**config.mk**
```make
export PLATFORM = sky130hd
export DESIGN_NAME = icache_resp_sel
export DESIGN_NICKNAME = d
export VERILOG_FILES = /design/src/source/icache_pkg.sv /design/src/source/icache_resp_sel.sv
export VERILOG_INCLUDE_DIRS = /design/src /design/src/include
export SDC_FILE = /design/constraint.sdc
export NUM_CORES = 1
export LEC_CHECK = 0
export ABC_AREA = 1
export BUFFER_PORTS_ARGS = -buffer_cell sky130_fd_sc_hd__buf_2
export CORE_MARGIN = 3
export CORE_UTILIZATION = 26
export DETAILED_ROUTE_END_ITERATION = 8
export GPL_TIMING_DRIVEN = 0
export PLACE_DENSITY = 0.82
export SYNTH_ARGS = -nofsm -noshare
export SYNTH_HDL_FRONTEND = slang
export SYNTH_SLANG_ARGS = --single-unit
```
**constraint.sdc**
```tcl
create_clock -name vclk -period 0.8
set_input_delay 0.12 -clock vclk [all_inputs]
set_output_delay 0.12 -clock vclk [all_outputs]
set_load 0.03 [all_outputs]
```
**src/include/icache_consts.svh**
```systemverilog
////////////////////////////////////////////////////////////
// size constants of the instruction cache
// address, word, line, way and set counts, noncacheable bit
////////////////////////////////////////////////////////////

`ifndef ICACHE_CONSTS_SVH
`define ICACHE_CONSTS_SVH

// byte address width
`define ICACHE_ADDR_W 32
// fetch word width
`define ICACHE_WORD_W 32
// words per cache line
`define ICACHE_LINE_WORDS 4
// associativity
`define ICACHE_WAYS 4
// sets per way, one entry per set
`define ICACHE_SETS 64
// address bit that selects the noncacheable region
`define ICACHE_NC_BIT 31

`endif
```
**src/source/icache_pkg.sv**
```systemverilog
////////////////////////////////////////////////////////////
// cache types, address field widths, controller states
////////////////////////////////////////////////////////////

`default_nettype none

`include "icache_consts.svh"

package icache_pkg;

  // address split: | tag | index | word | byte |
  localparam int unsigned BYTE_OFF_W = $clog2(`ICACHE_WORD_W / 8);
  localparam int unsigned WORD_OFF_W = $clog2(`ICACHE_LINE_WORDS);
  localparam int unsigned INDEX_W    = $clog2(`ICACHE_SETS);
  localparam int unsigned INDEX_LSB  = BYTE_OFF_W + WORD_OFF_W;
  localparam int unsigned TAG_LSB    = INDEX_LSB + INDEX_W;
  localparam int unsigned TAG_W      = `ICACHE_ADDR_W - TAG_LSB;

  typedef logic [`ICACHE_ADDR_W-1:0] addr_t;
  typedef logic [`ICACHE_WORD_W-1:0] word_t;
  // word 0 sits in the low bits
  typedef logic [`ICACHE_LINE_WORDS-1:0][`ICACHE_WORD_W-1:0] line_t;
  typedef logic [TAG_W-1:0]          tag_t;
  typedef logic [INDEX_W-1:0]        index_t;
  typedef logic [WORD_OFF_W-1:0]     word_sel_t;
  typedef logic [`ICACHE_WAYS-1:0]   way_oh_t;

  // one tag RAM entry
  typedef struct packed {
    logic valid;
    tag_t tag;
  } tag_entry_t;

  typedef enum logic [1:0] {FLUSH, IDLE, READ, REFILL} ctrl_state_e;

endpackage

`default_nettype wire

```
**src/source/icache_resp_sel.sv**
```systemverilog
////////////////////////////////////////////////////////////
// response mux: hit reduction, hit word or refill word
////////////////////////////////////////////////////////////

`timescale 1ns/1ps
`default_nettype none

`include "icache_consts.svh"

module icache_resp_sel import icache_pkg::*; (
  input  way_oh_t                   hit_i,
  input  word_t [`ICACHE_WAYS-1:0] words_i,
  input  word_t                     refill_word_i,
  input  logic                      use_refill_i,
  output logic                      any_hit_o,
  output word_t                     data_o
);

  word_t hit_word;

  assign any_hit_o = |hit_i;

  // and-or mux, relies on at most one hitting way
  always_comb begin
    hit_word = '0;
    for (int w = 0; w < `ICACHE_WAYS; w++) begin
      if (hit_i[w]) begin
        hit_word = hit_word | words_i[w];
      end
    end
  end

  assign data_o = use_refill_i ? refill_word_i : hit_word;

  // a line is never allocated twice in one set
  always_comb begin
    a_hit_onehot: assert final (use_refill_i || $onehot0(hit_i))
      else $error("more than one way hit");
  end

endmodule

`default_nettype wire

```
# After elaboration in Yosys (flattened, before gate mapping)
# Cells that the tools add are included.
# classes
n_bitwise	3
mux	5
n_reduce_logical	1
# op_table
operator	n
$mux 32	5
$or 32x32->32	3
$reduce_or 4->1	1
# word_totals
inputBits	165
out_inout_bits	33
regBits	0
elab_cells	9

# Logic depth before layout (Yosys ltp)
# depth
ltp_word	8
ltp_mapped	6
mapped_depth_nobuf	4

# Least setup slack after synthesis
# Ideal clock, no wire load.
# synth_timing
path_type	input port to output port
start	in hit_i[0]
end	out data_o[11]
t_arrival_ps	899
cell_stages	6
path_slack_ps	-219
t_required_ps	680
path_cell_list	buf_4 -> buf_6 -> nand2_1 -> nand3_1 -> nor2_1 -> nor2_1
# synth_via
elab_chain_len	8
# synth_rtl
element	line_no	text
start: declaration	icache_resp_sel.sv:11	input way_oh_t hit_i,
$mux 32 (*)	icache_resp_sel.sv:27	if (hit_i[w]) begin
$or 32x32->32	icache_resp_sel.sv:28	hit_word = hit_word | words_i[w];
$mux 32 (*)	icache_resp_sel.sv:27	
$or 32x32->32	icache_resp_sel.sv:28	
$mux 32 (*)	icache_resp_sel.sv:27	
$or 32x32->32	icache_resp_sel.sv:28	
$mux 32 (*)	icache_resp_sel.sv:27	
$mux 32 (*)	icache_resp_sel.sv:33	assign data_o = use_refill_i ? refill_word_i : hit_word;
end: declaration	icache_resp_sel.sv:16	output word_t data_o
# Mark *: on every way between the ends. The rest lies on a longest branch, timed or not.

# Worst setup path after layout
# layout_timing
start	in hit_i[3]
end	out data_o[27]
# layout_via
elab_chain_len	2
# layout_rtl
element	line_no
$mux 32	icache_resp_sel.sv:27
$mux 32	icache_resp_sel.sv:33
# No other way between the ends.

==> impl_metrics.tcl <==
set metrics [dict create \
    io_buffers 194 \
    cts_hold_buffers 0 \
    critPathTopFamily "buffers and inverters" \
    yosysWarnings 0 \
    syn_area_sq_um 1340 \
    drc 0 \
    drive_above_1_share_pct 92.0 \
    dieWidth_microns 77.9 \
    start_util_pct 27.7 \
    synth.distinct_cells 7 \
    setup_violations 33 \
    synth.most_common_cell "nand2_1" \
    synth.avg_cell_area_sq_um 4.28 \
    die_h_microns 77.9 \
    post_dp_cell_area_sq_um 2730 \
    cap_viol_max_count 0 \
    worstSetupStartpointType "input port" \
    area_delta_synth_final_pct 237 \
    clock_buffers 0 \
    io_pins 198 \
    synth_area_leaders "nand2_1 (45%), nor2_1 (27%), buf_6 (13%)" \
    drv_slew 0 \
    timing.final.ws_setup_ns -0.232 \
    crit_chain "buf_12 -> clkbuf_16 -> nand2_2 -> nand3_2 -> nor2_4 -> nor2_4 -> buf_6" \
    period_minus_slack_ns 1.03 \
    hold_path.class "input port to output port" \
    drtPass1Iterations 4 \
    max_freq_ghz 0.969 \
    violations "setup timing" \
    drt_wl_total_microns 12700 \
    wl_per_cell_microns 21.3 \
    seq_area_frac_synth_pct 0 \
    grt_setup_unrepaired "true" \
    end_kind "output port" \
    final_nets 695 \
    rows 25 \
    regArea_sq_um 0 \
    drt-initial-drc-count 190 \
    crit_type "input port to output port" \
    cp_max_fo 7 \
    antenna_found_initial 0 \
    fin_area_sq_um 4530 \
    p_leak_nw 2.23 \
    critPathBufInv 3 \
    status "complete, but fails checks" \
    cp.required_ns 0.68 \
    finalNonFillerCells 595 \
    crit_slowest_cell "clkbuf_16" \
    nFlopsAndLatches 0 \
    postRouteAntennaNets 0 \
    viasPerCell 5.63 \
    yosysTopAreaCell "nand2_1" \
    fin_crit_sh_pct 129 \
    dpl.cell_count 575 \
    synth_commonest_cells "nand2_1 (161), nor2_1 (98), nand3_1 (32)" \
    max_slew_margin_pct 83.5 \
    n_fill_cell 167 \
    die_area_sq_um 6060 \
    core_sq_um 4850 \
    gp_congestion 0.830 \
    vias 3347 \
    grt_pass1_wl_microns 14300 \
    hpwl_microns 6010 \
    cpPeakStageDelay_ns 0.16 \
    synth_nets 479 \
    peakVddDrop_uv 605 \
    overflow 0 \
    tightest_slew_ns 0.246 \
    grt_pass1_vias 3066 \
    grt_max_degree 11 \
    antenna_cells 0 \
    hold_viol 0 \
    post-synth-top-area-fraction_pct 45.0 \
    synthCells 314 \
    path_common_cell "nor2_4" \
    critical_path_arrival_ns 0.91 \
    power_mw 3.13 \
    grt_usage_pct 29.1 \
    power_density_nw_per_um2 691 \
]
[layout by cell type (no fill, tap or decap), types with 11 or more instances in the layout]
cell and instances:
buf_2 160, nand2_2 98, nor2_4 71, buf_6 38
nand2_1 34, nand2_4 29, nand3_2 20, nor2_2 19
nand3_4 12, buf_12 11, buf_8 11
[worst paths after layout]
| kind | start | to | depth (start not counted) |
|---|---|---|---|
| min | refill_word_i[22] | data_o[22] | 4 |
| max | hit_i[3] | data_o[27] | 7 |
[per-stage QoR]
stage                     setup slack (ns)  hold slack [ns]  utilization [%]  TNS (ns)
after CTS                           -0.201            0.573             76.6     -5.64
after global routing                -0.246            0.601             93.4     -6.40
final                               -0.232            0.586             93.4     -5.67
after floorplan                   -0.00335            0.485                -   -0.0808
after global placement              -0.430            0.640             56.2    -12.77
after detailed placement            -0.461            0.643             56.2    -13.18
[layer usage]
metal | GRT usage [%] | vias to the layer above | wire [microns]
li1 | - | 1396 | -
met2 | 58.7 | 313 | 6660
met1 | 29.6 | 1546 | 4050
met3 | 4.99 | 92 | 1120
met5 | 0 | - | 0
met4 | 9.25 | 0 | 832
[what timing repair did]
| item | in CTS | in global routing |
|---|---|---|
| gates resized for setup | 208 | 192 |
| buffers inserted | 6 | 0 |
| pin swaps | 40 | 58 |
| endpoints found under the hold margin | 0 | 0 |
| cloned | 10 | 4 |
| setup endpoints to repair | 33 | 33 |
[where the power goes]
group	internal [mW]	switching, mW
clock	0	0
combinational	1.45	1.68
sequential	0	0
total	1.45	1.68
[cells by family (layout without fill, tap and decap cells)]
group | after synthesis | in the layout | share of synthesized area (%)
buf+inv | 23 | 237 | 15.7
simple gates | 291 | 291 | 84.3
[final cells by class]
cell class	instances	area [sq um]	share of cell area, %
plain buffers	22	377	8.32
inverters	1	30.0	0.663
multi-input cells	291	2430	53.6
well taps	67	83.8	1.85
repair buffers	213	1600	35.3
repair inverters	1	11.3	0.249
(Power assumes the default switching activity.)
