**src/include/icache_consts.svh**
```systemverilog
////////////////////////////////////////////////////////////
// size constants of the instruction cache
// address, word, line, way and set counts, noncacheable bit
////////////////////////////////////////////////////////////

`ifndef ICACHE_CONSTS_SVH
`define ICACHE_CONSTS_SVH

// byte address width
`define ICACHE_ADDR_W 32
// fetch word width
`define ICACHE_WORD_W 32
// words per cache line
`define ICACHE_LINE_WORDS 4
// associativity
`define ICACHE_WAYS 4
// sets per way, one entry per set
`define ICACHE_SETS 64
// address bit that selects the noncacheable region
`define ICACHE_NC_BIT 31

`endif
```
**src/source/icache_pkg.sv**
```systemverilog
////////////////////////////////////////////////////////////
// cache types, address field widths, controller states
////////////////////////////////////////////////////////////

`default_nettype none

`include "icache_consts.svh"

package icache_pkg;

  // address split: | tag | index | word | byte |
  localparam int unsigned BYTE_OFF_W = $clog2(`ICACHE_WORD_W / 8);
  localparam int unsigned WORD_OFF_W = $clog2(`ICACHE_LINE_WORDS);
  localparam int unsigned INDEX_W    = $clog2(`ICACHE_SETS);
  localparam int unsigned INDEX_LSB  = BYTE_OFF_W + WORD_OFF_W;
  localparam int unsigned TAG_LSB    = INDEX_LSB + INDEX_W;
  localparam int unsigned TAG_W      = `ICACHE_ADDR_W - TAG_LSB;

  typedef logic [`ICACHE_ADDR_W-1:0] addr_t;
  typedef logic [`ICACHE_WORD_W-1:0] word_t;
  // word 0 sits in the low bits
  typedef logic [`ICACHE_LINE_WORDS-1:0][`ICACHE_WORD_W-1:0] line_t;
  typedef logic [TAG_W-1:0]          tag_t;
  typedef logic [INDEX_W-1:0]        index_t;
  typedef logic [WORD_OFF_W-1:0]     word_sel_t;
  typedef logic [`ICACHE_WAYS-1:0]   way_oh_t;

  // one tag RAM entry
  typedef struct packed {
    logic valid;
    tag_t tag;
  } tag_entry_t;

  typedef enum logic [1:0] {FLUSH, IDLE, READ, REFILL} ctrl_state_e;

endpackage

`default_nettype wire

```
**src/source/icache_victim_sel.sv**
```systemverilog
////////////////////////////////////////////////////////////
// replacement choice: first invalid way, else 8-bit LFSR
////////////////////////////////////////////////////////////

`timescale 1ns/1ps
`default_nettype none

`include "icache_consts.svh"

module icache_victim_sel import icache_pkg::*; (
  input  logic    clk_i,
  input  logic    rst_ni,
  input  way_oh_t valid_i,
  input  logic    advance_i,
  output way_oh_t victim_o
);

  localparam int unsigned WAY_IDX_W = $clog2(`ICACHE_WAYS);

  logic [7:0] lfsr_q;
  logic       lfsr_fb;
  way_oh_t    first_inv;
  logic       found;

  // lowest numbered invalid way
  always_comb begin
    first_inv = '0;
    found     = 1'b0;
    for (int w = 0; w < `ICACHE_WAYS; w++) begin
      if (!valid_i[w] && !found) begin
        first_inv[w] = 1'b1;
        found        = 1'b1;
      end
    end
  end

  // taps 8,6,5,4, maximal length
  assign lfsr_fb = lfsr_q[7] ^ lfsr_q[5] ^ lfsr_q[4] ^ lfsr_q[3];

  always_ff @(posedge clk_i or negedge rst_ni) begin
    if (!rst_ni) begin
      lfsr_q <= 8'ha5;
    end else if (advance_i) begin
      lfsr_q <= {lfsr_q[6:0], lfsr_fb};
    end
  end

  assign victim_o = found ? first_inv : way_oh_t'(1) << lfsr_q[WAY_IDX_W-1:0];

  a_victim_onehot: assert property (@(posedge clk_i) disable iff (!rst_ni)
    !$isunknown(valid_i) |-> $onehot(victim_o))
    else $error("victim select is not one-hot");

endmodule

`default_nettype wire

```
**config.mk**
```make
export PLATFORM = sky130hd
export DESIGN_NAME = icache_victim_sel
export DESIGN_NICKNAME = d
export VERILOG_FILES = /design/src/source/icache_pkg.sv /design/src/source/icache_victim_sel.sv
export VERILOG_INCLUDE_DIRS = /design/src /design/src/include
export SDC_FILE = /design/constraint.sdc
export NUM_CORES = 1
export LEC_CHECK = 0
export BUFFER_PORTS_ARGS = -buffer_cell sky130_fd_sc_hd__buf_4
export CORE_AREA = 2 2 39 41
export CTS_CLUSTER_SIZE = 16
export DETAILED_ROUTE_END_ITERATION = 8
export DIE_AREA = 0 0 41 43
export PLACE_DENSITY = 0.62
export SLEW_MARGIN = 40
export SYNTH_ARGS = -nofsm -noshare
export SYNTH_HDL_FRONTEND = slang
export SYNTH_SLANG_ARGS = --single-unit
```
**constraint.sdc**
```tcl
create_clock -name clk_i -period 1.1 [get_ports clk_i]
set_clock_uncertainty 0.15 [all_clocks]
set_input_delay 0.11 -clock clk_i [delete_from_list [all_inputs] [get_ports clk_i]]
set_output_delay 0.11 -clock clk_i [all_outputs]
set_load 0.005 [all_outputs]
```
# --- After elaboration in Yosys (flattened, before gate mapping) ---
# Cells that the tools add are included.
word_totals:
  inputBits: 7
  output_inout_bits: 4
  regBits: 8
  elab_cells: 21
classes:
  n_shift: 1
  bitwise_logic: 3
  reduce_logical: 8
  mux: 8
ops:
  columns: ["op", "count"]
  rows:
  - ["2-to-1 mux 1 bit", 7]
  - ["logical NOT 1 bit", 5]
  - ["2-to-1 mux 4 bit", 1]
  - ["left shift 1 x 2 -> 4 bit (first input constant)", 1]
  - ["logical AND 1 bit", 3]
  - ["bitwise XOR 1 bit", 3]

# --- Depth between registers and ports, before layout ---
depth:
  word_depth: 10
  depth_mapped: 3
  depth_no_buf: 3

# --- Worst setup path before layout ---
# No wires, ideal clock.
synth_timing:
  path_kind: "flip-flop to flip-flop"
  startpoint: "reg lfsr_q[5]"
  endpoint: "reg lfsr_q[0]"
  setup_time_ps: 81
  stages_incl_launch_ff: 4
  arrival_ps: 842
  t_required_ps: 869
  path_buffers: 0
  synth_period_minus_slack_ps: 1073
  slack_ps: 27
  cell_sequence: "dfstp_2 xnor2_1 xnor2_1 a21oi_1"
synth_via:
  elab_chain_len: 3
synth_rtl:
  columns: ["item", "line_no", "text"]
  rows:
  - ["start: declaration", "icache_victim_sel.sv:20", "logic [7:0] lfsr_q;"]
  - ["start signal: assignment", "icache_victim_sel.sv:44", "lfsr_q <= {lfsr_q[6:0], lfsr_fb};"]
  - ["bitwise XOR 1 bit (3 in a row)", "icache_victim_sel.sv:38", "assign lfsr_fb = lfsr_q[7] ^ lfsr_q[5] ^ lfsr_q[4] ^ lfsr_q[3];"]
# Every way passes these cells.
# A chain may end at the register's enable or synchronous reset.

# --- Worst setup path after layout ---
layout_timing:
  startpoint: "reg lfsr_q[0]"
  endpoint: "out victim_o[2]"
layout_via:
  elab_chain_len: 2
layout_rtl:
  columns: ["item", "line_no", "text"]
  rows:
  - ["left shift 1 x 2 -> 4 bit", "icache_victim_sel.sv:48", "assign victim_o = found ? first_inv : way_oh_t'(1) << lfsr_q[WAY_IDX_W-1:0];"]
  - ["2-to-1 mux 4 bit", "icache_victim_sel.sv:48", null]
  - ["end: declaration", "icache_victim_sel.sv:15", "output way_oh_t victim_o"]
# Every way passes these cells.

==> key figures <==
Logic synthesis
  • Leading area contributor after synthesis: dfstp_2
  • Most area-consuming cells after synthesis: dfstp_2 27%, dfrtp_1 26%, mux2_2 12%
  • FF+latch count, synth: 8
  • Net Count, Synth: 40
  • YS warnings: 0
  • Mapped cell area: 390 um2
  • Syn Area/Cell: 11.8 um2
  • Synth top area share: 26.9%
  • Post-synthesis sequential area ratio: 52.6%
  • Synth Instances: 33
  • Cell variety after synth: 12

Timing
  • Hold violation total from the final report: 0
  • Fin Setup TNS: -1070 ps
  • Tmin final: 1370 ps
  • Worst-margin pin slew: 158 ps
  • Max-slew headroom: 89.4%
  • Achievable frequency: 731 MHz
  • Min Hold Slack: 38.2 ps
  • Period utilisation layout: 124%
  • Final setup margin: -269 ps
  • Final Setup Violations: 6
  • RSZ-0062 raised after global routing: true
  • Fin. max-slew vios: 0

GRT
  • Routing usage on met2: 12.5%
  • Largest net degree at the start of global routing: 9
  • Vias in the first global route: 258
  • M1 GR Usage: 7.72%
  • Most Crowded Layer GR: met2
  • Initial antenna violation count: 0
  • Met3 usage: 4.71%
  • Total gr overflow: 0
  • GRT Util Overall: 8.85%
  • First-pass GRT wire length: 952 um

Clock tree
  • Clk buf depth: 2
  • CTS Buf Count: 3
  • Reg clk slew, reported paths: 50 ps
  • Htree depth: 1
  • Root Buffer: clkbuf_4
  • Skew-Pair Late Insertion Delay: 250 ps
  • Clock sinks: 8
  • TritonCTS clock tree: yes

Critical path
  • Arrival @ worst endpoint: 1110 ps
  • CP Max Fanout: 4
  • CP Capture Type: output pin
  • Crit path kind: flip-flop to output pin
  • Data required time of the critical path: 840 ps
  • Worst Setup Start Kind: flip-flop

Route
  • First-pass DRT Iterations: 4
  • Vias post-DR: 306
  • DRT iter0 DRCs: 5
  • Routed length per instance: 10.3 um
  • Post-detailed-route count of antenna-violating nets: 0
  • DRT Wirelength: 691 um
  • DRC errors left: 0
  • Via density: 4.57

Final layout
  • Max reg flops: 8
  • Most frequent cells in the layout: 13 x buf_4, 4 x nand2_1, 4 x mux2_2, 4 x dfstp_2, 4 x dfrtp_1
  • Biggest register: lfsr_q
  • Layout Utilization: 40.8%
  • Largest regs: lfsr_q: 8 flops
  • Layout cells sized above 1: 54.9%
  • Design Area, Final: 564 um2
  • Ant diodes: 0
  • Layout area overhead: 44.6%
  • # nets final: 60
  • Commonest non-fill, non-tap cell in the layout: buf_4

Floorplanning
  • Io pins: 11
  • Rows: 14
  • Core area: 1380 um2
  • Die X: 41 um
  • Total die area: 1760 um2
  • Initial Util: 28.2%
  • Die height: 43 um

Power
  • Clock power frac: 16.0%
  • Maximum vdd drop: 1050 uV
  • Switching fraction of total power: 28.2%
  • Part of the power in registers: 43.5%
  • Int Power: 1.01 mW
  • Pleak: 0.248 nW
  • Psw: 0.396 mW
  • P per Cell Area: 2490 nW/um2
  • Gate power share: 40.5%

Outcome
  • Status: finished with violations
  • Failing checks: negative setup slack

Job
  • Max-cap violations: 0

Placed design
  • DP Area: 497 um2
  • Dpl ws: -21.6 ps
  • Port bufs: 10
  • Placer Congestion: 0.606

Worst hold path
  • Hold WC Path Type: primary input to flip-flop
[final cells by class]
| cell class | count | area, um2 |
|---|---|---|
| tap | 16 | 20.0 |
| multi-input combinational | 24 | 188 |
| clock buffer | 3 | 22.5 |
| sequential | 8 | 205 |
| fill | 139 | 820 |
| timing repair buffer | 16 | 129 |
[stage by stage]
step / power (mW) / std cells
detailed placement: 1.08 / 61
global route: 1.50 / 67
floorplan: 0.908 / 33
CTS: 1.36 / 66
global placement: 1.08 / 61
finish: 1.40 / 67
[power by group through the flow]
stage | clock (mW) | combinational (mW) | sequential (mW)
6_report | 0.224 | 0.569 | 0.611
5_1_grt | 0.240 | 0.629 | 0.633
4_1_cts | 0.233 | 0.513 | 0.610
3_5_place_dp | 0 | 0.483 | 0.601
3_3_place_gp | 0 | 0.475 | 0.602
2_1_floorplan | 0 | 0.315 | 0.593
[critical path, cell delays in order, from the launching register on]
cell,delay (ps)
dfstp_2,380
nor2b_1,160
nand2_1,70
a21oi_1,140
buf_4,120
[synth_stat cells, drive strengths merged]
| library cell | count |
|---|---|
| buf | 1 |
| nand3 | 3 |
| xnor2 | 3 |
| a21boi | 1 |
| nand2 | 4 |
| dfstp | 4 |
| nor2 | 1 |
| mux2 | 7 |
| dfrtp | 4 |
| nor2b | 2 |
| a21oi | 3 |
[final timing paths]
check / depth (start not counted) / slack, ps / end / start
worst max-delay path: 4 / -270 / victim_o[2] / lfsr_q[0]$_DFFE_PN1P_
worst min-delay path: 2 / 40 / lfsr_q[2]$_DFFE_PN1P_ / advance_i
worst max register to register: 3 / -20 / lfsr_q[1]$_DFFE_PN0P_ / lfsr_q[0]$_DFFE_PN1P_
worst min register to register: 1 / 360 / lfsr_q[7]$_DFFE_PN1P_ / lfsr_q[6]$_DFFE_PN0P_
max in group asynchronous: 2 / 510 / lfsr_q[2]$_DFFE_PN1P_ / rst_ni
min in group asynchronous: 2 / 70 / lfsr_q[6]$_DFFE_PN0P_ / rst_ni
[logic make-up (layout without fill, tap and decap cells)]
kind of cell,Yosys count,count (layout),share of synthesized area [%]
AO/OA/AOI/OAI,4,4,5.77
XOR/XNOR,3,3,6.73
buffers and inverters,1,19,2.88
flip-flops,8,8,52.6
multiplexers,7,7,20.2
AND/OR/NAND/NOR,10,10,11.9
[layer usage]
| metal | vias up | part of all wire (%) |
|---|---|---|
| li1 | 152 | - |
| met1 | 146 | 44 |
| met2 | 8 | 50 |
| met3 | 0 | 5.4 |
| met4 | 0 | 0 |
| met5 | - | 0 |
[what timing repair did]
action	CTS	global route
hold buffers	2	0
pin swaps	3	0
buffers inserted	0	1
endpoints found under the hold margin	9	0
setup endpoints to repair	5	5
resized for setup	1	3
No activity file was read; power rests on OpenSTA's default activity.
