<file path="config.mk">
export PLATFORM = sky130hd
export DESIGN_NAME = icache_ctrl
export DESIGN_NICKNAME = d
export VERILOG_FILES = /design/src/source/icache_pkg.sv /design/src/source/icache_ctrl.sv
export VERILOG_INCLUDE_DIRS = /design/src /design/src/include
export SDC_FILE = /design/constraint.sdc
export NUM_CORES = 1
export LEC_CHECK = 0
export BUFFER_PORTS_ARGS = -buffer_cell sky130_fd_sc_hd__buf_4
export CAP_MARGIN = 30
export CORE_MARGIN = 2
export CORE_UTILIZATION = 42
export DETAILED_ROUTE_END_ITERATION = 8
export GPL_ROUTABILITY_DRIVEN = 0
export PLACE_DENSITY_LB_ADDON = 0.3
export SLEW_MARGIN = 20
export SYNTH_ARGS = -nofsm -noshare
export SYNTH_HDL_FRONTEND = slang
export SYNTH_SLANG_ARGS = --single-unit
</file>
<file path="constraint.sdc">
create_clock -name clk_i -period 2.7 [get_ports clk_i]
set_input_delay 0.135 -clock clk_i [delete_from_list [all_inputs] [get_ports clk_i]]
set_output_delay 0.135 -clock clk_i [all_outputs]
set_load 0.05 [all_outputs]
</file>
<file path="src/include/icache_consts.svh">
////////////////////////////////////////////////////////////
// size constants of the instruction cache
// address, word, line, way and set counts, noncacheable bit
////////////////////////////////////////////////////////////

`ifndef ICACHE_CONSTS_SVH
`define ICACHE_CONSTS_SVH

// byte address width
`define ICACHE_ADDR_W 32
// fetch word width
`define ICACHE_WORD_W 32
// words per cache line
`define ICACHE_LINE_WORDS 4
// associativity
`define ICACHE_WAYS 4
// sets per way, one entry per set
`define ICACHE_SETS 64
// address bit that selects the noncacheable region
`define ICACHE_NC_BIT 31

`endif
</file>
<file path="src/source/icache_pkg.sv">
////////////////////////////////////////////////////////////
// cache types, address field widths, controller states
////////////////////////////////////////////////////////////

`default_nettype none

`include "icache_consts.svh"

package icache_pkg;

  // address split: | tag | index | word | byte |
  localparam int unsigned BYTE_OFF_W = $clog2(`ICACHE_WORD_W / 8);
  localparam int unsigned WORD_OFF_W = $clog2(`ICACHE_LINE_WORDS);
  localparam int unsigned INDEX_W    = $clog2(`ICACHE_SETS);
  localparam int unsigned INDEX_LSB  = BYTE_OFF_W + WORD_OFF_W;
  localparam int unsigned TAG_LSB    = INDEX_LSB + INDEX_W;
  localparam int unsigned TAG_W      = `ICACHE_ADDR_W - TAG_LSB;

  typedef logic [`ICACHE_ADDR_W-1:0] addr_t;
  typedef logic [`ICACHE_WORD_W-1:0] word_t;
  // word 0 sits in the low bits
  typedef logic [`ICACHE_LINE_WORDS-1:0][`ICACHE_WORD_W-1:0] line_t;
  typedef logic [TAG_W-1:0]          tag_t;
  typedef logic [INDEX_W-1:0]        index_t;
  typedef logic [WORD_OFF_W-1:0]     word_sel_t;
  typedef logic [`ICACHE_WAYS-1:0]   way_oh_t;

  // one tag RAM entry
  typedef struct packed {
    logic valid;
    tag_t tag;
  } tag_entry_t;

  typedef enum logic [1:0] {FLUSH, IDLE, READ, REFILL} ctrl_state_e;

endpackage

`default_nettype wire

</file>
<file path="src/source/icache_ctrl.sv">
////////////////////////////////////////////////////////////
// cache controller: FSM, request regs, flush counter,
// refill line buffer and Wishbone classic read master
////////////////////////////////////////////////////////////

`timescale 1ns/1ps
`default_nettype none

`include "icache_consts.svh"

module icache_ctrl import icache_pkg::*; (
  input  logic       clk_i,
  input  logic       rst_ni,
  input  logic       req_i,
  input  addr_t      addr_i,
  input  logic       flush_i,
  input  logic       any_hit_i,
  input  way_oh_t    victim_i,
  input  logic       all_valid_i,
  input  word_t      wb_dat_i,
  input  logic       wb_ack_i,
  output logic       ready_o,
  output logic       valid_o,
  output logic       busy_o,
  output logic       rd_en_o,
  output index_t     index_o,
  output tag_t       lookup_tag_o,
  output word_sel_t  word_sel_o,
  output way_oh_t    way_we_o,
  output tag_entry_t wr_entry_o,
  output line_t      wr_line_o,
  output word_t      refill_word_o,
  output logic       use_refill_o,
  output logic       victim_adv_o,
  output logic       wb_cyc_o,
  output logic       wb_stb_o,
  output addr_t      wb_adr_o
);

  ctrl_state_e state_d, state_q;
  addr_t       addr_q;
  line_t       line_q;
  index_t      flush_cnt_q;
  word_sel_t   word_cnt_q;
  word_sel_t   slot;
  way_oh_t     victim_q;
  logic        all_valid_q;
  logic        flush_q, flush_pend;
  logic        cyc_q, stb_q, done_q;
  logic        is_nc, hit_ok, miss, last_ack, fill_we;

  assign busy_o     = (state_q != IDLE);
  assign flush_pend = flush_q | flush_i;
  assign is_nc      = addr_q[`ICACHE_NC_BIT];
  // nc lines are never allocated, so a hit there is ignored
  assign hit_ok     = any_hit_i & ~is_nc;
  assign miss       = (state_q == READ) & ~hit_ok;
  // nc reads fetch the requested word only
  assign slot       = is_nc ? addr_q[BYTE_OFF_W +: WORD_OFF_W] : word_cnt_q;
  assign last_ack   = stb_q & wb_ack_i & (is_nc | (&word_cnt_q));
  assign fill_we    = (state_q == REFILL) & done_q & ~is_nc;

  ////////////////////////////////////////////////////////////
  // FSM and handshake
  ////////////////////////////////////////////////////////////
  always_comb begin
    state_d = state_q;
    ready_o = 1'b0;
    valid_o = 1'b0;
    rd_en_o = 1'b0;
    unique case (state_q)
      // last set cleared, cache usable
      FLUSH: if (&flush_cnt_q) state_d = IDLE;
      IDLE: begin
        if (flush_pend) begin
          state_d = FLUSH;
        end else begin
          ready_o = 1'b1;
          rd_en_o = req_i;
          if (req_i) state_d = READ;
        end
      end
      // tag compare result is valid here
      READ: begin
        if (hit_ok) begin
          valid_o = 1'b1;
          if (flush_pend) begin
            state_d = FLUSH;
          end else begin
            ready_o = 1'b1;
            rd_en_o = req_i;
            state_d = req_i ? READ : IDLE;
          end
        end else begin
          state_d = REFILL;
        end
      end
      // return the word in the cycle after the last ack
      REFILL: begin
        if (done_q) begin
          valid_o = 1'b1;
          state_d = IDLE;
        end
      end
      default: state_d = FLUSH;
    endcase
  end

  ////////////////////////////////////////////////////////////
  // array access
  ////////////////////////////////////////////////////////////
  always_comb begin
    if (state_q == FLUSH) begin
      index_o = flush_cnt_q;
    end else if (rd_en_o) begin
      index_o = addr_i[INDEX_LSB +: INDEX_W];
    end else begin
      index_o = addr_q[INDEX_LSB +: INDEX_W];
    end
  end

  assign lookup_tag_o  = addr_q[TAG_LSB +: TAG_W];
  assign word_sel_o    = addr_q[BYTE_OFF_W +: WORD_OFF_W];
  // flush writes an invalid entry into every way
  assign way_we_o      = (state_q == FLUSH) ? '1 : (fill_we ? victim_q : '0);
  assign wr_entry_o    = '{valid: (state_q != FLUSH), tag: lookup_tag_o};
  assign wr_line_o     = line_q;
  assign refill_word_o = line_q[word_sel_o];
  assign use_refill_o  = (state_q != READ);
  // the LFSR only moves when it actually picked the victim
  assign victim_adv_o  = fill_we & all_valid_q;

  // Wishbone master outputs
  assign wb_cyc_o = cyc_q;
  assign wb_stb_o = stb_q;
  assign wb_adr_o = {addr_q[$bits(addr_t)-1:INDEX_LSB], slot, {BYTE_OFF_W{1'b0}}};

  always_ff @(posedge clk_i or negedge rst_ni) begin
    if (!rst_ni) begin
      state_q     <= FLUSH;
      flush_q     <= 1'b0;
      flush_cnt_q <= '0;
      word_cnt_q  <= '0;
      victim_q    <= '0;
      all_valid_q <= 1'b0;
      cyc_q       <= 1'b0;
      stb_q       <= 1'b0;
      done_q      <= 1'b0;
    end else begin
      state_q <= state_d;
      // pending flush is consumed on entry into FLUSH
      flush_q <= flush_pend & ~((state_d == FLUSH) & (state_q != FLUSH));
      done_q  <= last_ack;
      if (state_q == FLUSH) begin
        flush_cnt_q <= flush_cnt_q + 1'b1;
      end
      if (miss) begin
        // start first read, remember the way to fill
        cyc_q       <= 1'b1;
        stb_q       <= 1'b1;
        word_cnt_q  <= '0;
        victim_q    <= victim_i;
        all_valid_q <= all_valid_i;
      end else if (stb_q && wb_ack_i) begin
        // single read ends, bus idles for one cycle
        cyc_q      <= 1'b0;
        stb_q      <= 1'b0;
        word_cnt_q <= word_cnt_q + 1'b1;
      end else if ((state_q == REFILL) && !stb_q && !done_q) begin
        cyc_q <= 1'b1;
        stb_q <= 1'b1;
      end
    end
  end

  // request address and line buffer
  always_ff @(posedge clk_i) begin
    if (rd_en_o) begin
      addr_q <= addr_i;
    end
    if (stb_q && wb_ack_i) begin
      line_q[slot] <= wb_dat_i;
    end
  end

  a_stb_in_cyc: assert property (@(posedge clk_i) disable iff (!rst_ni)
    wb_stb_o |-> wb_cyc_o)
    else $error("wishbone stb without cyc");

  a_adr_stable: assert property (@(posedge clk_i) disable iff (!rst_ni)
    (wb_cyc_o && wb_stb_o && !wb_ack_i) |=> $stable(wb_adr_o))
    else $error("wishbone address changed before ack");

endmodule

`default_nettype wire

</file>
======== After elaboration in Yosys (flattened, before gate mapping) ========
Cells that the tools add are included.
word-level totals
  register bits ........................... 178
  output and inout port bits .............. 257
  word-level logic and storage cells ...... 82
cells by class
  $add $sub $neg .......................... 2
  reduce and logical (&&, ||, !) cells .... 13
  $lt $le $gt $ge ......................... 3
  bitwise logic cells ..................... 14
  mux-type cells .......................... 32
  eq/ne operators ......................... 5
operators by type and width
  operator             count
  $bwmux 128           1
  $bmux 32 s2          1
  $demux 32 s2         1
  $mux 32              2
  $mux 2               10
  $mux 6               2
  $and 1x1->1          9
  $mux 1               9
  $mux 4               2
  $pmux 2 s4           1
  $add 6x1->6 const B  1
  $lt 2x3->1 const B   2
  $pmux 1 s2           3
  $reduce_and 6->1     1
  $eq 2x2->1 const B   2
  $logic_and 1x1->1    4
  $logic_not 2->1      2
  $reduce_bool 2->1    2
  $not 1->1            3
  $reduce_bool 3->1    1
  $add 2x1->2 const B  1
  $eq 2x1->1 const B   1
  $ge 2x1->1 const B   1
  $logic_not 1->1      2
  other kinds (4)      5

======== Longest topological paths before layout ========
  word-level depth ........................ 8
  gate-level depth with buffers ........... 7

======== Worst setup path before layout ========
Ideal clock, no wire load.
  kind .................................... reg2reg
  start point ............................. register addr_q[31]
  end point ............................... register addr_q[10] (enable)
  buffers on the path ..................... 0
  stages on the path, launching flop included .. 4
  arrival time ............................ 3.042 ns
  slack ................................... -0.790 ns
  clock period less this slack ............ 3.490 ns
  cells stage by stage .................... edfxtp_1 -> nand4b_1 -> and2_1 -> nor2_1
on the way
  word-level cells in the longest chain between the ends .. 4
RTL lines
  item                      RTL line            RTL
  start: declaration        icache_ctrl.sv:41   addr_t addr_q;
  start signal: assignment  icache_ctrl.sv:179  addr_q <= addr_i;
  $not 1->1                 icache_ctrl.sv:56   assign hit_ok = any_hit_i & ~is_nc;
  $and 1x1->1               icache_ctrl.sv:56
  $mux 1                    icache_ctrl.sv:85   if (hit_ok) begin
  $pmux 1 s2                icache_ctrl.sv:71   unique case (state_q)
  net rd_en_o               icache_ctrl.sv:25   output logic rd_en_o,
The timed path passes the listed nets, and every way through them passes these cells.
A chain may end at the register's enable or synchronous reset.

======== Worst setup path in the final report ========
  start point ............................. register state_q[0]
  end point ............................... output rd_en_o
on the way
  word-level cells in the longest chain between the ends .. 2
  elaborated cells on any way between the ends .. 3
RTL lines
  item                                      RTL line            RTL
  start: declaration                        icache_ctrl.sv:40   ctrl_state_e state_d, state_q;
  start signal: assignment                  icache_ctrl.sv:150  state_q <= state_d;
  $eq 2x2->1 or $eq 2x1->1 (tied branches)  icache_ctrl.sv:71
  $pmux 1 s2 (*)                            icache_ctrl.sv:71
  end: declaration                          icache_ctrl.sv:25
Every way passes the cells marked *; elsewhere a longest branch is shown, timed or not.

==> flow_summary.ini <==
[drt]
routed_wl_microns = 19000
drtIter0Drc = 277
post_drt_wl_per_cell_microns = 19.3
ant_nets = 0
first_pass_iters = 4
via_per_inst = 4.97
drc = 0
num_vias = 4892

[logic_synthesis]
synth_mux_area_frac = 0.116
syn_inst = 382
synth.yosys.seq_area_share = 0.732
synth_fa_ha_area_frac = 0.0106
ys_types = 40
ys_seq_elements = 176
synth_top_family_by_area = multiplexers
yosys.area_share.simple = 0.0351
yosys_warnings = 0
synth_xor_area_frac = 0.00741
synth_area_sq_um = 7090
synth_compound_gate_area_share = 0.0323
avgSynthCellArea_sq_um = 18.6

[worst_setup_path]
endpoint_kind = output port
crit_path_max_incr_delay_ns = 0.43
critical_path_buf_inv_count = 3
crit_slowest_cell = dfrtp_1
startpoint_type = flop
worst_ep_required_time_ns = 2.57
crit_arrival_ns = 2.33
cp_max_fo = 23
crit_family = simple AND/OR/NAND/NOR gates
path_class = flop to output port
worstPathCellList = inv_1 -> ha_1 -> nand4b_1 -> and2_1 -> nor2_4 -> buf_12 -> buf_4

[grt]
grt_usage = 0.206
grt_pass1_wl_microns = 28000
grt-ovfl-total = 0
antenna_found_initial = 0
grt_pass1_vias = 5015
grt_max_degree = 34

[final_layout]
final_cell_count_no_fill = 984
utilization = 0.656
antenna_cells = 0
layout.nets = 832
drive_gt1_frac = 0.552
n_fill_cell = 1138
flow.area_growth_from_synthesis_pct = 52.8

[floorplan]
core_area_sq_um = 16500
die_x_microns = 134
rows = 47
die-area_sq_um = 17900
start_util = 0.429
die_h_microns = 134
ios = 332

[place]
dp_cells = 882
io_buffers = 327
hpwl_microns = 13400
pre_cts_slack_ns = 0.561

[cts]
cts_buffers = 17
h-tree-depth = 4
clkTransAtPathRegs_ns = 0.07
clockBufferDepth = 2
clk_latency_ns = 0.42
clock_sinks = 176
cts-root-buf = clkbuf_16
cts_tree = built

[timing]
slew_headroom = 0.547
min_period_ns = 2.47
slew_viol_final = 0
fin_worst_skew_ns = 0.00805
tightest_slew_ns = 0.680
totalNegativeSetupSlack_ns = 0
hold_viol = 0
fin_crit_sh = 0.914
rsz0062_at_grt = false
worst_slack_ns = 0.234
setup_violations = 0
fmax_mhz = 405

[flow_run]
cap_violations = 0

[run_status]
outcome = finished clean

[pwr]
power.switching_mw = 3.62
power.share.switching = 0.391
p_leak_nw = 4.41
internal-power_mw = 5.64
p_seq_frac = 0.385
power_density_nw_per_um2 = 854
p_clk_frac = 0.249
peakVddDrop_v = 0.000773
pwr-share-comb = 0.366

[min_path]
min_path_type = input pin to flop
-- placed cells by master (no fill, tap or decap), types with 3 or more instances in the layout --
master         Yosys  layout
nor2b_1            6       6
dlygate4sd3_1      0      70
clkinv_4           0       4
buf_4             47     341
ha_1               6       6
a2111o_1           5       5
xnor2_1            3       3
a21oi_1            3       3
a22oi_1            5       5
clkbuf_16          0      17
dfrtp_1           18      18
o21ai_0            3       3
nor2_1            12       7
a21o_1             4       4
edfxtp_1         158     158
xor2_1             3       3
mux2_2             7       7
nand3_1           12      12
inv_1             11      11
nand2_1            8       7
nor2_4             0       5
mux4_2            32      32
inv_8              0       5
-- cell type report --
type	instances	area [sq um]	area share
Multi-Input combinational cell	133	1480	0.136
Timing Repair Buffer	412	3280	0.303
Inverter	11	41.3	0.00381
Clock inverter	15	144	0.0133
Tap cell	220	275	0.0254
Clock buffer	17	425	0.0392
Sequential cell	176	5190	0.479
-- worst register-to-register path: cells and delay by family, from the launching register on --
kind | cells | cell delay, ns
DFF | 1 | 0.57
and+or+nand+nor | 2 | 0.46
muxes | 1 | 0.41
buffers and inverters | 1 | 0.32
-- synth_stat cells (all sizes together) --
master	instances	area, sq um
a2111o	5	56.3
a2111oi	1	8.76
a211o	1	10.0
a211oi	2	15.0
a21o	4	30.0
a21oi	3	15.0
a22oi	5	37.5
a2bb2oi	1	8.76
and2	2	12.5
buf	55	398
clkbuf	8	30.0
conb	1	3.75
dfrtp	18	450
edfxtp	158	4740
ha	6	75.1
inv	11	41.3
mux2	7	78.8
mux2i	2	20.0
mux4	32	721
nand2	8	30.0
nand2b	1	6.26
nand3	12	60.1
nand4	2	12.5
nand4b	1	8.76
nor2	12	45.0
nor2b	6	37.5
nor3	1	5.00
nor3b	1	7.51
o2111ai	1	8.76
o211ai	2	15.0
o21ai	3	15.0
o2bb2ai	1	8.76
or2	1	6.26
or3b	1	8.76
or4	1	8.76
xnor2	3	26.3
xor2	3	26.3
-- path summary, 6_finish.rpt --
kind / slack [ns] / from / depth (start not counted) / endpoint
min in group asynchronous: 0.14 / rst_ni / 2 / victim_q[2]
hold / removal: 0.12 / wb_ack_i / 3 / done_q
max in group asynchronous: 2.36 / rst_ni / 2 / flush_cnt_q[4]
setup / recovery: 0.23 / state_q[0] / 7 / rd_en_o
setup reg to reg: 0.60 / addr_q[31] / 4 / wr_line_o[1]
hold reg to reg: 0.52 / all_valid_q / 1 / all_valid_q
-- power by group through the flow --
stage	Clock [mW]	Sequential [mW]	Combinational (mW)
after global placement	0	3.60	3.26
after global routing	2.47	3.61	3.54
final	2.31	3.57	3.39
after detailed placement	0	3.62	3.29
after floorplan	0	4.13	1.79
after CTS	2.36	3.57	3.39
-- repair_timing --
action	4_1_cts	5_1_grt
hold endpoints to repair	183	0
gates resized for setup	0	1
hold buffers	70	0
buffers inserted	0	0
setup endpoints to repair	0	1
-- metrics by stage --
stage / hold slack (ns) / instance area (sq um) / total power [mW]
2_1_floorplan: -0.161 / 7120 / 5.92
3_3_place_gp: 0.0139 / 9570 / 6.87
3_5_place_dp: 0.0212 / 9570 / 6.91
4_1_cts: 0.0988 / 10800 / 9.31
5_1_grt: 0.143 / 10800 / 9.61
6_report: 0.125 / 10800 / 9.26
-- flip-flops by register name, indices dropped and copies added (netlist names) --
signal and count:
word_cnt_q 2, flush_cnt_q 6, state_q 2, done_q 1, wb_stb_o 1, addr_q 30, all_valid_q 1, flush_q 1
victim_q 4, wr_line_o 128
-- kinds of logic (layout without fill, tap and decap cells) --
group,Yosys count,after routing
AOI/OAI and AO/OA,29,29
xor gates and xnor gates,6,6
adders and majority gates,6,6
buffers and inverters,74,455
DFF,176,176
muxes,41,41
other,1,2
and+or+nand+nor,49,49
-- per-layer routing --
metal / part of all wire / up-vias / global-route usage
met3: 0.070 / 35 / 0.0480
met1: 0.38 / 2426 / 0.239
li1: - / 2182 / -
met2: 0.53 / 249 / 0.372
met4: 0.023 / 0 / 0.0780
met5: 0 / - / 0
(Power assumes the default switching activity.)
